===== src/rtl/spritePkg.sv =====
package spritePkg;

	// Slot counter, one round is 32 cycles of CLK_24M
	localparam int slotBits = 5;

	// Window boundaries, first and last slot of each
	localparam logic [slotBits-1:0] listFirst = 5'd0; // Active list read
	localparam logic [slotBits-1:0] listLast  = 5'd3;
	localparam logic [slotBits-1:0] scb2First = 5'd4; // Shrink
	localparam logic [slotBits-1:0] scb2Last  = 5'd6;
	localparam logic [slotBits-1:0] scb3First = 5'd7; // Y, sticky, size
	localparam logic [slotBits-1:0] scb3Last  = 5'd9;
	localparam logic [slotBits-1:0] scb4First = 5'd10; // X
	localparam logic [slotBits-1:0] scb4Last  = 5'd12;
	localparam logic [slotBits-1:0] cpuFirst  = 5'd13; // CPU access
	localparam logic [slotBits-1:0] cpuLast   = 5'd15;

	// Parse windows are back to back from parseFirst
	localparam logic [slotBits-1:0] parseFirst = 5'd16;
	localparam int parseLen   = 3; // Slots per parse window
	localparam int parseCount = 5; // Windows per round, slot 31 left idle

	// Fast VRAM geometry
	localparam int addrBits = 11;
	localparam int dataBits = 16;

	// Region bases
	localparam logic [addrBits-1:0] scb2Base = 11'h000;
	localparam logic [addrBits-1:0] scb3Base = 11'h200;
	localparam logic [addrBits-1:0] scb4Base = 11'h400;
	localparam logic [addrBits-1:0] listBase = 11'h600; // Bank 0 here, bank 1 at +$80

	localparam int spriteBits = 9; // Sprite number
	localparam int listBits   = 7; // Entry index inside one list bank

	// SCB3 word layout
	localparam int yLsb      = 7; // Y at 14:7
	localparam int stickyBit = 6;
	localparam int sizeBits  = 6; // Height at 5:0

	// SCB4 word layout, X at 15:7
	localparam int xLsb = 7;

	// SCB2 shrink field
	localparam int shrinkBits = 12;

endpackage


===== src/rtl/renderFetch.sv =====
`timescale 1ns/1ps

module renderFetch
(
	input  logic                                        CLK_24M,
	input  logic                                        TEST,
	input  logic [spritePkg::slotBits-1:0]             slot,
	input  logic [8:0]                                  vCount,
	input  logic                                        chbl,
	input  logic                                        bFlip,
	input  logic [spritePkg::dataBits-1:0]             vramRdData,
	output logic [spritePkg::addrBits-1:0]             listAddr,
	output logic [spritePkg::spriteBits-1:0]           renderIdx,
	output logic [spritePkg::shrinkBits-1:0]           attrShrink,
	output logic [4:0]                                  tileIdx,
	output logic [3:0]                                  tileLine,
	output logic [spritePkg::dataBits-spritePkg::xLsb-1:0] attrXPos
);

	logic [spritePkg::listBits-1:0] readCounter; // Entry in the front bank
	logic [7:0]                      ySum;
	logic                            yCarry;
	logic                            attrSticky; // For the later chaining stage
	logic [spritePkg::sizeBits-1:0] attrSize;   // Height in tiles, same

	// Front bank is the one the parser is not filling
	assign listAddr = spritePkg::listBase + {bFlip, readCounter};

	// Same sum as the parser, here it gives the line inside the sprite
	assign {yCarry, ySum} = {1'b0, vramRdData[spritePkg::yLsb +: 8]} + {1'b0, vCount[7:0]} + 9'd1;

	always_ff @(posedge CLK_24M or posedge TEST)
	begin
		if (TEST)
		begin
			readCounter <= '0;
			renderIdx   <= '0;
			attrShrink  <= '0;
			tileIdx     <= '0;
			tileLine    <= '0;
			attrXPos    <= '0;
			attrSticky  <= 1'b0;
			attrSize    <= '0;
		end
		else
		begin
			case (slot)
				spritePkg::listLast:
					renderIdx <= vramRdData[spritePkg::spriteBits-1:0]; // List entry
				spritePkg::scb2Last:
					attrShrink <= vramRdData[spritePkg::shrinkBits-1:0];
				spritePkg::scb3Last:
				begin
					tileLine   <= ySum[3:0];
					tileIdx    <= {~yCarry, ySum[7:4]}; // Tile row in the column
					attrSticky <= vramRdData[spritePkg::stickyBit];
					attrSize   <= vramRdData[spritePkg::sizeBits-1:0];
				end
				spritePkg::scb4Last:
				begin
					attrXPos    <= vramRdData[spritePkg::dataBits-1:spritePkg::xLsb];
					readCounter <= readCounter + 1'b1; // On to the next entry
				end
				default:
				begin
				end
			endcase
			if (chbl)
				readCounter <= '0; // Start of line
		end
	end

endmodule


===== config.mk =====
export PLATFORM = sky130hd
export DESIGN_NAME = renderFetch
export DESIGN_NICKNAME = d
export VERILOG_FILES = /design/src/rtl/spritePkg.sv /design/src/rtl/renderFetch.sv
export SDC_FILE = /design/constraint.sdc
export NUM_CORES = 1
export LEC_CHECK = 0
export ABC_AREA = 0
export BUFFER_PORTS_ARGS = -buffer_cell sky130_fd_sc_hd__buf_2
export CAP_MARGIN = 20
export CORE_UTILIZATION = 52
export CTS_BUF_LIST = sky130_fd_sc_hd__clkbuf_16
export CTS_CLUSTER_SIZE = 10
export DETAILED_ROUTE_END_ITERATION = 8
export PLACE_DENSITY = 0.83
export SYNTH_ARGS = -nofsm -noshare
export SYNTH_HDL_FRONTEND = slang
export SYNTH_SLANG_ARGS = --single-unit

===== constraint.sdc =====
create_clock -name CLK_24M -period 3.4 [get_ports CLK_24M]
set_input_delay 0.17 -clock CLK_24M [delete_from_list [all_inputs] [get_ports CLK_24M]]
set_output_delay 0.17 -clock CLK_24M [all_outputs]
set_load 0.01 [all_outputs]

# After elaboration in Yosys (flattened, before gate mapping)
# Index checks and enable logic that the tools add are counted.
# totals
out_inout_bits	50
in_bits	34
elab_cells	18
register_bits	46
# op_classes
eq_ne	4
n_bitwise	1
muxes	2
reduce_logical	1
n_addsub	4
# op_table
op	count
$mux W7	2
$add A10 B9 Y11 const A	1
$eq A5 B4 Y1 const B	2
$add A8 B8 Y9	1
$add A9 B1 Y9 const B	1
$add A7 B1 Y7 const B	1
$eq A5 B2 Y1 const B	1
$eq A5 B3 Y1 const B	1
$reduce_bool A2 Y1	1
$not A1 Y1	1

# Depth between registers and ports, before layout
# Gate-level depths: netlist of run 1.
# logic_depth
word_depth	3
depth_mapped	8
depth_no_buf	8

# Worst setup path after synthesis of run 1
# No wires, ideal clock.
# synth_path
kind	input-to-reg
from	in vramRdData[7] (netlist name)
to	reg tileIdx[4]
setup_time_ps	118
slack_ps	1887
arrival_time_ps	1394
path_stages	8
required_ps	3282
path_buffers	0
cell_sequence	inv_1 ha_1 fa_1 nor2b_1 o2111ai_1 a21oi_1 a2111oi_0 a21o_1
# synth_via
elab_chain_cells	3
# synth_rtl
item	line_no	rtl
start: declaration	renderFetch.sv:11	input logic [spritePkg::dataBits-1:0] vramRdData,
$add A8 B8 Y9	renderFetch.sv:30	assign {yCarry, ySum} = {1'b0, vramRdData[spritePkg::yLsb +: 8]} + {1'b0, vCount[7:0]} + 9'd1;
$add A9 B1 Y9	renderFetch.sv:30	
$not A1 Y1	renderFetch.sv:55	tileIdx <= {~yCarry, ySum[7:4]};
end signal: assignment	renderFetch.sv:55	
end: declaration	renderFetch.sv:15	output logic [4:0] tileIdx,
# Every way passes these cells.
# A chain may end at the register's enable or synchronous reset.

# Final worst setup path of run 1
# Ends and elaborated chain as after synthesis.

==> results_dict.tcl, run 1 <==
set metrics [dict create \
    wire_per_inst_um 13.9 \
    core_mm2 0.00380 \
    multiInputGateArea_um2 913 \
    post_cts_resized 0 \
    cts_max_path_buffers 2 \
    criticalPathCategory "input pin to register" \
    slowest_stage "a2111oi_0" \
    path_delay_family "compound AO/OA/AOI/OAI gates" \
    tightest_slew_ns 0.912 \
    drt_drc_violations_left 0 \
    cp.arrival_ns 1.72 \
    end_kind "register" \
    grt_pass1_wl_um 7200 \
    top_usage_layer "met2" \
    nNetsFinal 303 \
    post-cts-setup-buffer-count 0 \
    drv_cap 0 \
    start_util_pct 56.0 \
    synthDistinctLibCells 35 \
    synth_edf_count 0 \
    drtAntennaViolNets 0 \
    cts_tree "done" \
    grt_pass1_vias 1648 \
    synthCells 182 \
    met3_usage_pct 5.52 \
    die_area_mm2 0.00435 \
    synth_area_leader_cell "dfrtp_1" \
    yosysSeqAreaShare_pct 54.1 \
    cts_sinks 46 \
    yosysWarningCount 0 \
    syn2layout_area_growth_pct 26.3 \
    syn_area_per_cell_um2 11.7 \
    dp_hpwl_um 3100 \
    place.port_buffers 77 \
    cts_root_buffer "clkbuf_16" \
    cp_max_fo 4 \
    slowest_delay_ns 0.38 \
    power_density_mw_per_mm2 592 \
    die_w_um 66.0 \
    grt_max_degree 47 \
    ys_async_sr_fraction_pct 100 \
    nFillCells 278 \
    crit_buf_inv 2 \
    first_iter_violations 132 \
    slew-limit-headroom_pct 39.1 \
    ff_latch_area_mm2 0.00115 \
    grt_use_met1_pct 25.9 \
    hold_slack_ns 0.0865 \
    clkLatencyLatePin_ns 0.29 \
    final_cells 307 \
    antenna_found_initial 0 \
    period_share_pct 44.1 \
    synth-main-ff-cell "dfrtp_1" \
    clk_pin_slew_ns 0.06 \
    fin_skew_ns 0.00359 \
    dp_cells 300 \
    setup_violations 0 \
    syn_area_mm2 0.00213 \
    drt_first_pass_iters 4 \
    wl_um 4260 \
    gr-total-overflow 0 \
    synth.top_cell.area_share_pct 54.1 \
    tns_ns 0 \
    vias_per_cell 5.26 \
    synthTopCellsByArea "dfrtp_1 (54%), mux2_2 (13%), ha_1 (5.3%)" \
    drive_above_1_share_pct 42.1 \
    cp.required_ns 3.62 \
    via_count 1614 \
    diodes 0 \
    yosysMostFrequentCell "dfrtp_1" \
    hp-class "input pin to asynchronous set/reset pin" \
    gp_congestion 0.736 \
    htreeDepth 2 \
    grtUsageMet2_pct 38.6 \
    synth.top_cells.by_count "dfrtp_1 (46), mux2_2 (24), nand2_1 (22)" \
    num_rows 22 \
    io_pins 84 \
    fmax_ghz 0.667 \
    hold_violations 0 \
    cp_cell_sequence "buf_2, inv_1, ha_1, fa_1, nor2b_1, o2111ai_1, a21oi_1, a2111oi_0, a21o_1" \
    vdd_ir_drop_max_mv 0.382 \
    power.leakage_nw 1.41 \
    min_period_ns 1.50 \
    cts_buffers 5 \
    slew_violations 0 \
    status "completed" \
    postCtsHoldBufs 0 \
    ys_ff_latch 46 \
    track_usage_pct 22.1 \
    rsz0062_at_grt "no" \
    die_y_um 66.0 \
    cp-start-kind "input pin" \
]
## final timing paths
kind,startpoint,end,slack [ns],cells after the start
worst max register to register,readCounter[0],readCounter[4],2.07,4
worst min register to register,tileIdx[3],tileIdx[3],0.47,2
max in group asynchronous,TEST,attrShrink[6],2.74,2
min in group CLK_24M,vramRdData[15],attrXPos[8],0.11,2
worst min-delay path,TEST,readCounter[4],0.09,2
worst max-delay path,vramRdData[7],tileIdx[4],1.90,9
## worst register-to-register path: stages (launching register included)
cell	delay [ns]
dfrtp_1	0.41
ha_1	0.17
nand3_1	0.13
or3_1	0.38
a21oi_1	0.16
## area by class of cell
| type | count | share of cell area (%) |
|---|---|---|
| clock buffer | 5 | 4.66 |
| clock inverter | 2 | 1.26 |
| inverter | 5 | 0.698 |
| multi-input combinational | 124 | 34.0 |
| sequential | 46 | 42.8 |
| tap | 48 | 2.23 |
| timing repair buffer | 77 | 14.3 |
## cell usage in the layout (no fill, tap or decap), drive strengths merged, types with 2 or more instances in the layout
cell,Yosys,routed
buf,7,77
dfrtp,46,46
mux2,24,24
nand2,22,22
o21ai,16,16
ha,9,9
nor2,6,6
xor2,5,5
clkbuf,1,5
inv,5,5
a21oi,4,4
xnor2,4,4
nand2b,4,4
nand3,3,3
conb,2,3
nor2b,2,2
and3,2,2
o21a,2,2
nor3,2,2
o31ai,2,2
a21o,2,2
nor3b,2,2
## stage by stage
stage	instance area, um^2	worst slack [ns]	utilization (%)	power (mW)
floorplan	2130	1.89	-	0.919
global placement	2530	1.63	66.6	1.06
detailed placement	2530	1.63	66.6	1.08
CTS	2690	1.91	70.8	1.61
global route	2690	1.75	70.8	1.68
finish	2690	1.90	70.8	1.59
## where the power goes
part	switching (mW)	internal [mW]	total (mW)	leakage, nW
Sequential	0.0505	0.656	0.707	0.583
Combinational	0.183	0.175	0.358	0.748
Clock	0.187	0.340	0.526	0.0773
## registers in the layout, indices dropped and copies added, names as in the netlist
register,count
attrShrink,12
renderIdx,9
tileLine,4
readCounter,7
attrXPos,9
tileIdx,5
## metal layers
metal	up-vias	wire length [um]
li1	772	-
met1	777	1810
met2	60	2090
met3	5	295
met4	0	60
met5	-	0
## cell families (layout without fill, tap and decap cells)
logic type / after synthesis / in the layout / synth area share, %
flip-flops: 46 / 46 / 54.1
adder cells (fa/ha/maj): 10 / 10 / 6.23
AND/OR/NAND/NOR: 47 / 47 / 11.0
XOR/XNOR: 9 / 9 / 3.70
multiplexers: 24 / 24 / 12.7
other: 2 / 3 / 0.353
AO/OA/AOI/OAI: 31 / 31 / 8.76
buffers and inverters: 13 / 89 / 3.17
Note: power is estimated with default switching activity, not from simulation.
==> run 2: changes to the inputs <==
- CORE_UTILIZATION: 52 -> 43
- PLACE_DENSITY: 0.83 -> 0.73
- clock period: 3.4 -> 1.24 ns (I/O delays scaled with it)
==> results_dict.tcl, run 2 (same netlist as run 1, synthesis figures left out) <==
set metrics [dict create \
    period_share_pct 101 \
    largestRegisters "attrShrink (12), attrXPos (9), renderIdx (9)" \
    top_register "attrShrink" \
    drive_above_1_share_pct 53.1 \
    clk_pin_slew_ns 0.06 \
    vias_per_cell 4.75 \
    grt_max_degree 47 \
    top_usage_layer "met2" \
    hold_slack_ns 0.0162 \
    track_usage_pct 18.5 \
    r2r_start "readCounter[0]" \
    cp-start-kind "register" \
    drt_first_pass_iters 4 \
    nFillCells 422 \
    wire_per_inst_um 13.4 \
    cp.arrival_ns 1.42 \
    rsz0062_at_grt "yes" \
    diodes 0 \
    drtAntennaViolNets 0 \
    antenna_found_initial 0 \
    dp_cells 339 \
    cp_max_fo 4 \
    grtUsageMet2_pct 29.9 \
    criticalPathCategory "register to register" \
    num_rows 25 \
    drv_cap 0 \
    wl_um 4720 \
    cts_tree "done" \
    nNetsFinal 329 \
    drt_drc_violations_left 0 \
    die_w_um 72.4 \
    dp_hpwl_um 3400 \
    hp-start "vramRdData[15]" \
    gr-total-overflow 0 \
    syn2layout_area_growth_pct 43.8 \
    start_util_pct 44.8 \
    via_count 1677 \
    gp_congestion 0.801 \
    grt_pass1_wl_um 7380 \
    post-route-util_pct 64.4 \
    fin_skew_ns 0.000471 \
    power.leakage_nw 1.57 \
    io_pins 84 \
    final.setup.worst_slack_ns -0.0108 \
    die_area_mm2 0.00523 \
    cts_sinks 46 \
    hp-class "input pin to register" \
    slew_violations 0 \
    htreeDepth 2 \
    failed_checks "negative setup slack" \
    grt_use_met1_pct 24.0 \
    status "finished with violations" \
    tns_ns -0.0108 \
    cts_max_path_buffers 2 \
    place.port_buffers 77 \
    final_cells 353 \
    die_y_um 72.4 \
    cts_buffers 5 \
    slowest_stage "dfrtp_1" \
    mostFrequentLayoutCells "buf_2 (75), dfrtp_1 (46), mux2_2 (24), buf_4 (24), nand2_1 (22)" \
    vdd_ir_drop_max_mv 0.887 \
    end_kind "register" \
    slowest_delay_ns 0.40 \
    met3_usage_pct 5.69 \
    power_density_mw_per_mm2 1470 \
    crit_start "readCounter[0]" \
    grt_pass1_vias 1593 \
    cp.required_ns 1.41 \
    cts_root_buffer "clkbuf_16" \
    clkLatencyLatePin_ns 0.28 \
    setup_violations 1 \
    fmax_ghz 0.799 \
    core_mm2 0.00475 \
    cp_cell_sequence "ha_2, nand3_4, buf_4, o21ai_1, a21oi_2" \
    min_period_ns 1.25 \
    largest_register_ffs 12 \
    layout_commonest_cell "buf_2" \
    first_iter_violations 51 \
    hold_violations 0 \
    power_mw 4.51 \
]
-- run 2: changes by cell type in the layout (fill, tap and decap cells not counted), moves of 2 or more --
cell     change
o21ai_0      -3
buf_6        +2
ha_1         -2
o21ai_1      +3
buf_4       +24
a21oi_2      +3
nand3_1      -2
a21oi_1      -3
buf_2        -2
-- run 2: metal layers --
layer / wire (um) / up-vias
li1: - / 826
met1: 2170 / 787
met2: 2180 / 58
met3: 321 / 6
met4: 50 / 0
met5: 0 / -
-- run 2: timing repair --
item | in CTS | in global routing
gates resized for setup | 2 | 20
pin swaps | 0 | 6
hold buffers | 1 | 0
setup buffers | 1 | 4
endpoints found under the setup margin | 4 | 6
endpoints found under the hold margin | 46 | 0
-- run 2: path summary, 6_finish.rpt --
check	endpoint	slack (ns)	depth (start not counted)
setup / recovery	readCounter[4]	-0.01	5
hold / removal	attrXPos[8]	0.02	2
setup reg to reg	readCounter[4]	-0.01	5
hold reg to reg	tileIdx[3]	0.47	2
max in group asynchronous	attrXPos[2]	0.64	4
min in group asynchronous	readCounter[6]	0.38	4
-- run 2: where the power goes --
part,switching (mW),internal (mW),total (mW)
logic,0.550,0.549,1.10
clock network,0.534,0.942,1.48
registers,0.136,1.80,1.93
total,1.22,3.29,4.51
-- run 2: area by class of cell --
class	instances	area [um^2]	area share, %
multi-input combinational	124	1020	33.3
clock inverter	3	41.3	1.35
timing repair buffer	103	608	19.9
sequential	46	1150	37.6
clock buffer	5	125	4.09
tap	67	83.8	2.74
inverter	5	31.3	1.02
-- run 2: worst max-delay path: cells and delay by family (launching register included) --
family                   cells  cell delay (ns)
AO/OA/AOI/OAI                2             0.27
adder cells (fa/ha/maj)      1             0.22
buffers and inverters        1             0.16
flip-flops                   1             0.40
AND/OR/NAND/NOR              1             0.09
-- run 2: metrics by stage --
| stage | instance area, um^2 | worst slack, ns |
|---|---|---|
| after floorplan | 2170 | -0.0677 |
| after global placement | 2760 | -0.284 |
| after detailed placement | 2760 | -0.318 |
| after CTS | 2940 | -0.0101 |
| after global routing | 3060 | -0.0460 |
| final | 3060 | -0.0108 |
==> run 3: changes to the inputs <==
- PLACE_DENSITY: 0.73 -> 0.75
==> results_dict.tcl, run 3 (same netlist as run 1, synthesis figures left out) <==
set metrics [dict create \
    die_w_um 72.4 \
    track_usage_pct 18.0 \
    place_ws_ns -0.309 \
    mostFrequentLayoutCells "buf_2 (75), dfrtp_1 (46), mux2_2 (24), buf_4 (24), nand2_1 (22)" \
    antenna_found_initial 0 \
    grt_pass1_vias 1586 \
    period_share_pct 96.3 \
    nNetsFinal 328 \
    cp.required_ns 1.41 \
    via_count 1643 \
    fmax_ghz 0.838 \
    diodes 0 \
    vdd_ir_drop_max_mv 0.785 \
    first_iter_violations 50 \
    drive_above_1_share_pct 52.6 \
    min_period_ns 1.19 \
    cts_max_path_buffers 2 \
    setup_violations 0 \
    timing.rr.end "readCounter[4]" \
    cp_max_fo 2 \
    dp_hpwl_um 3380 \
    top_register "attrShrink" \
    end_kind "register" \
    cts_buffers 5 \
    largest_register_ffs 12 \
    drt_drc_violations_left 0 \
    slew_violations 0 \
    core_mm2 0.00475 \
    wire_per_inst_um 12.9 \
    drt_first_pass_iters 4 \
    hp-class "input pin to register" \
    grt_pass1_wl_um 7310 \
    cp-start-kind "input pin" \
    drv_cap 0 \
    r2r_start "readCounter[1]" \
    cts_tree "done" \
    cts_sinks 46 \
    wl_um 4520 \
    htreeDepth 2 \
    grt_max_degree 37 \
    hold_depth 2 \
    die_area_mm2 0.00523 \
    rsz0062_at_grt "yes" \
    num_rows 25 \
    criticalPathCategory "input pin to register" \
    hold_violations 0 \
    regToRegSetupSlack_ns 0.05 \
    clkLatencyLatePin_ns 0.28 \
    gr-total-overflow 0 \
    status "completed" \
    layout_commonest_cell "buf_2" \
    min_to "attrXPos[8]" \
    power.leakage_nw 1.54 \
    largestRegisters "attrShrink (12), attrXPos (9), renderIdx (9)" \
    final.setup.worst_slack_ns 0.0463 \
    hp-start "vramRdData[15]" \
    fin_skew_ns 0.00233 \
    start_util_pct 44.8 \
    vias_per_cell 4.67 \
    cp.arrival_ns 1.36 \
    cts_root_buffer "clkbuf_16" \
    die_y_um 72.4 \
    place.port_buffers 77 \
    syn2layout_area_growth_pct 42.5 \
    io_pins 84 \
    tns_ns 0 \
    power_density_mw_per_mm2 1490 \
    power_mw 4.53 \
    rr_worst_depth 4 \
    clk_pin_slew_ns 0.06 \
    drtAntennaViolNets 0 \
    gp_congestion 0.779 \
]
[run 3: cell types whose count changed in the layout (fill, tap and decap cells not counted), sizes merged]
cell / previous run / this run
clkinv: 0 / 1
buf: 102 / 101
clkinvlp: 1 / 0
[run 3: power by group]
group	switching [mW]	leakage [nW]	internal, mW
Combinational	0.538	0.877	0.559
Sequential	0.134	0.583	1.80
Clock	0.551	0.0842	0.954
[run 3: metal layers]
| metal | global-route usage [%] | wire [um] | share of wire, % |
|---|---|---|---|
| met5 | 0 | 0 | 0 |
| met2 | 30.2 | 2220 | 49 |
| met3 | 4.72 | 216 | 4.8 |
| met4 | 4.79 | 28 | 0.62 |
| met1 | 23.0 | 2060 | 46 |
[run 3: worst max path at each step]
stage | startpoint | end | slack [ns] | cells after the start
final | vCount[0] | tileIdx[4] | 0.05 | 9
after global routing | readCounter[1] | readCounter[5] | -0.04 | 5
after CTS | vramRdData[7] | tileIdx[4] | 0.0001 | 9
after detailed placement | vramRdData[7] | tileIdx[4] | -0.31 | 9
after global placement | vramRdData[7] | tileIdx[4] | -0.27 | 9
after floorplan | vCount[2] | tileIdx[4] | -0.07 | 6
[run 3: timing repair]
action / 4_1_cts / 5_1_grt
endpoints found under the setup margin: 1 / 6
buffers inserted: 0 / 2
gates resized for setup: 3 / 14
pin swaps: 0 / 6
hold endpoints to repair: 10 / 0
hold buffers: 1 / 0
[run 3: worst max-delay path: stages]
cell	delay, ns
buf_4	0.10
inv_6	0.03
ha_4	0.15
fa_2	0.37
nor2b_4	0.14
o2111ai_2	0.13
a21oi_1	0.16
a2111oi_1	0.07
a21o_1	0.16
[run 3: layout make-up]
type | count | area [um^2]
Clock buffer | 5 | 125
Tap cell | 67 | 83.8
Multi-Input combinational cell | 124 | 1000
Sequential cell | 46 | 1150
Inverter | 5 | 31.3
Fill cell | 434 | 1720
Timing Repair Buffer | 102 | 597
Clock inverter | 3 | 43.8
[run 3: stage by stage]
step	hold WS (ns)	cells	utilization [%]	instance area [um^2]
finish	0.0200	352	63.8	3030
global route	0.0128	352	63.8	3030
CTS	0.0123	350	62.2	2960
detailed placement	0.0111	341	58.3	2770
global placement	0.00449	341	58.3	2770
floorplan	0.125	183	-	2170
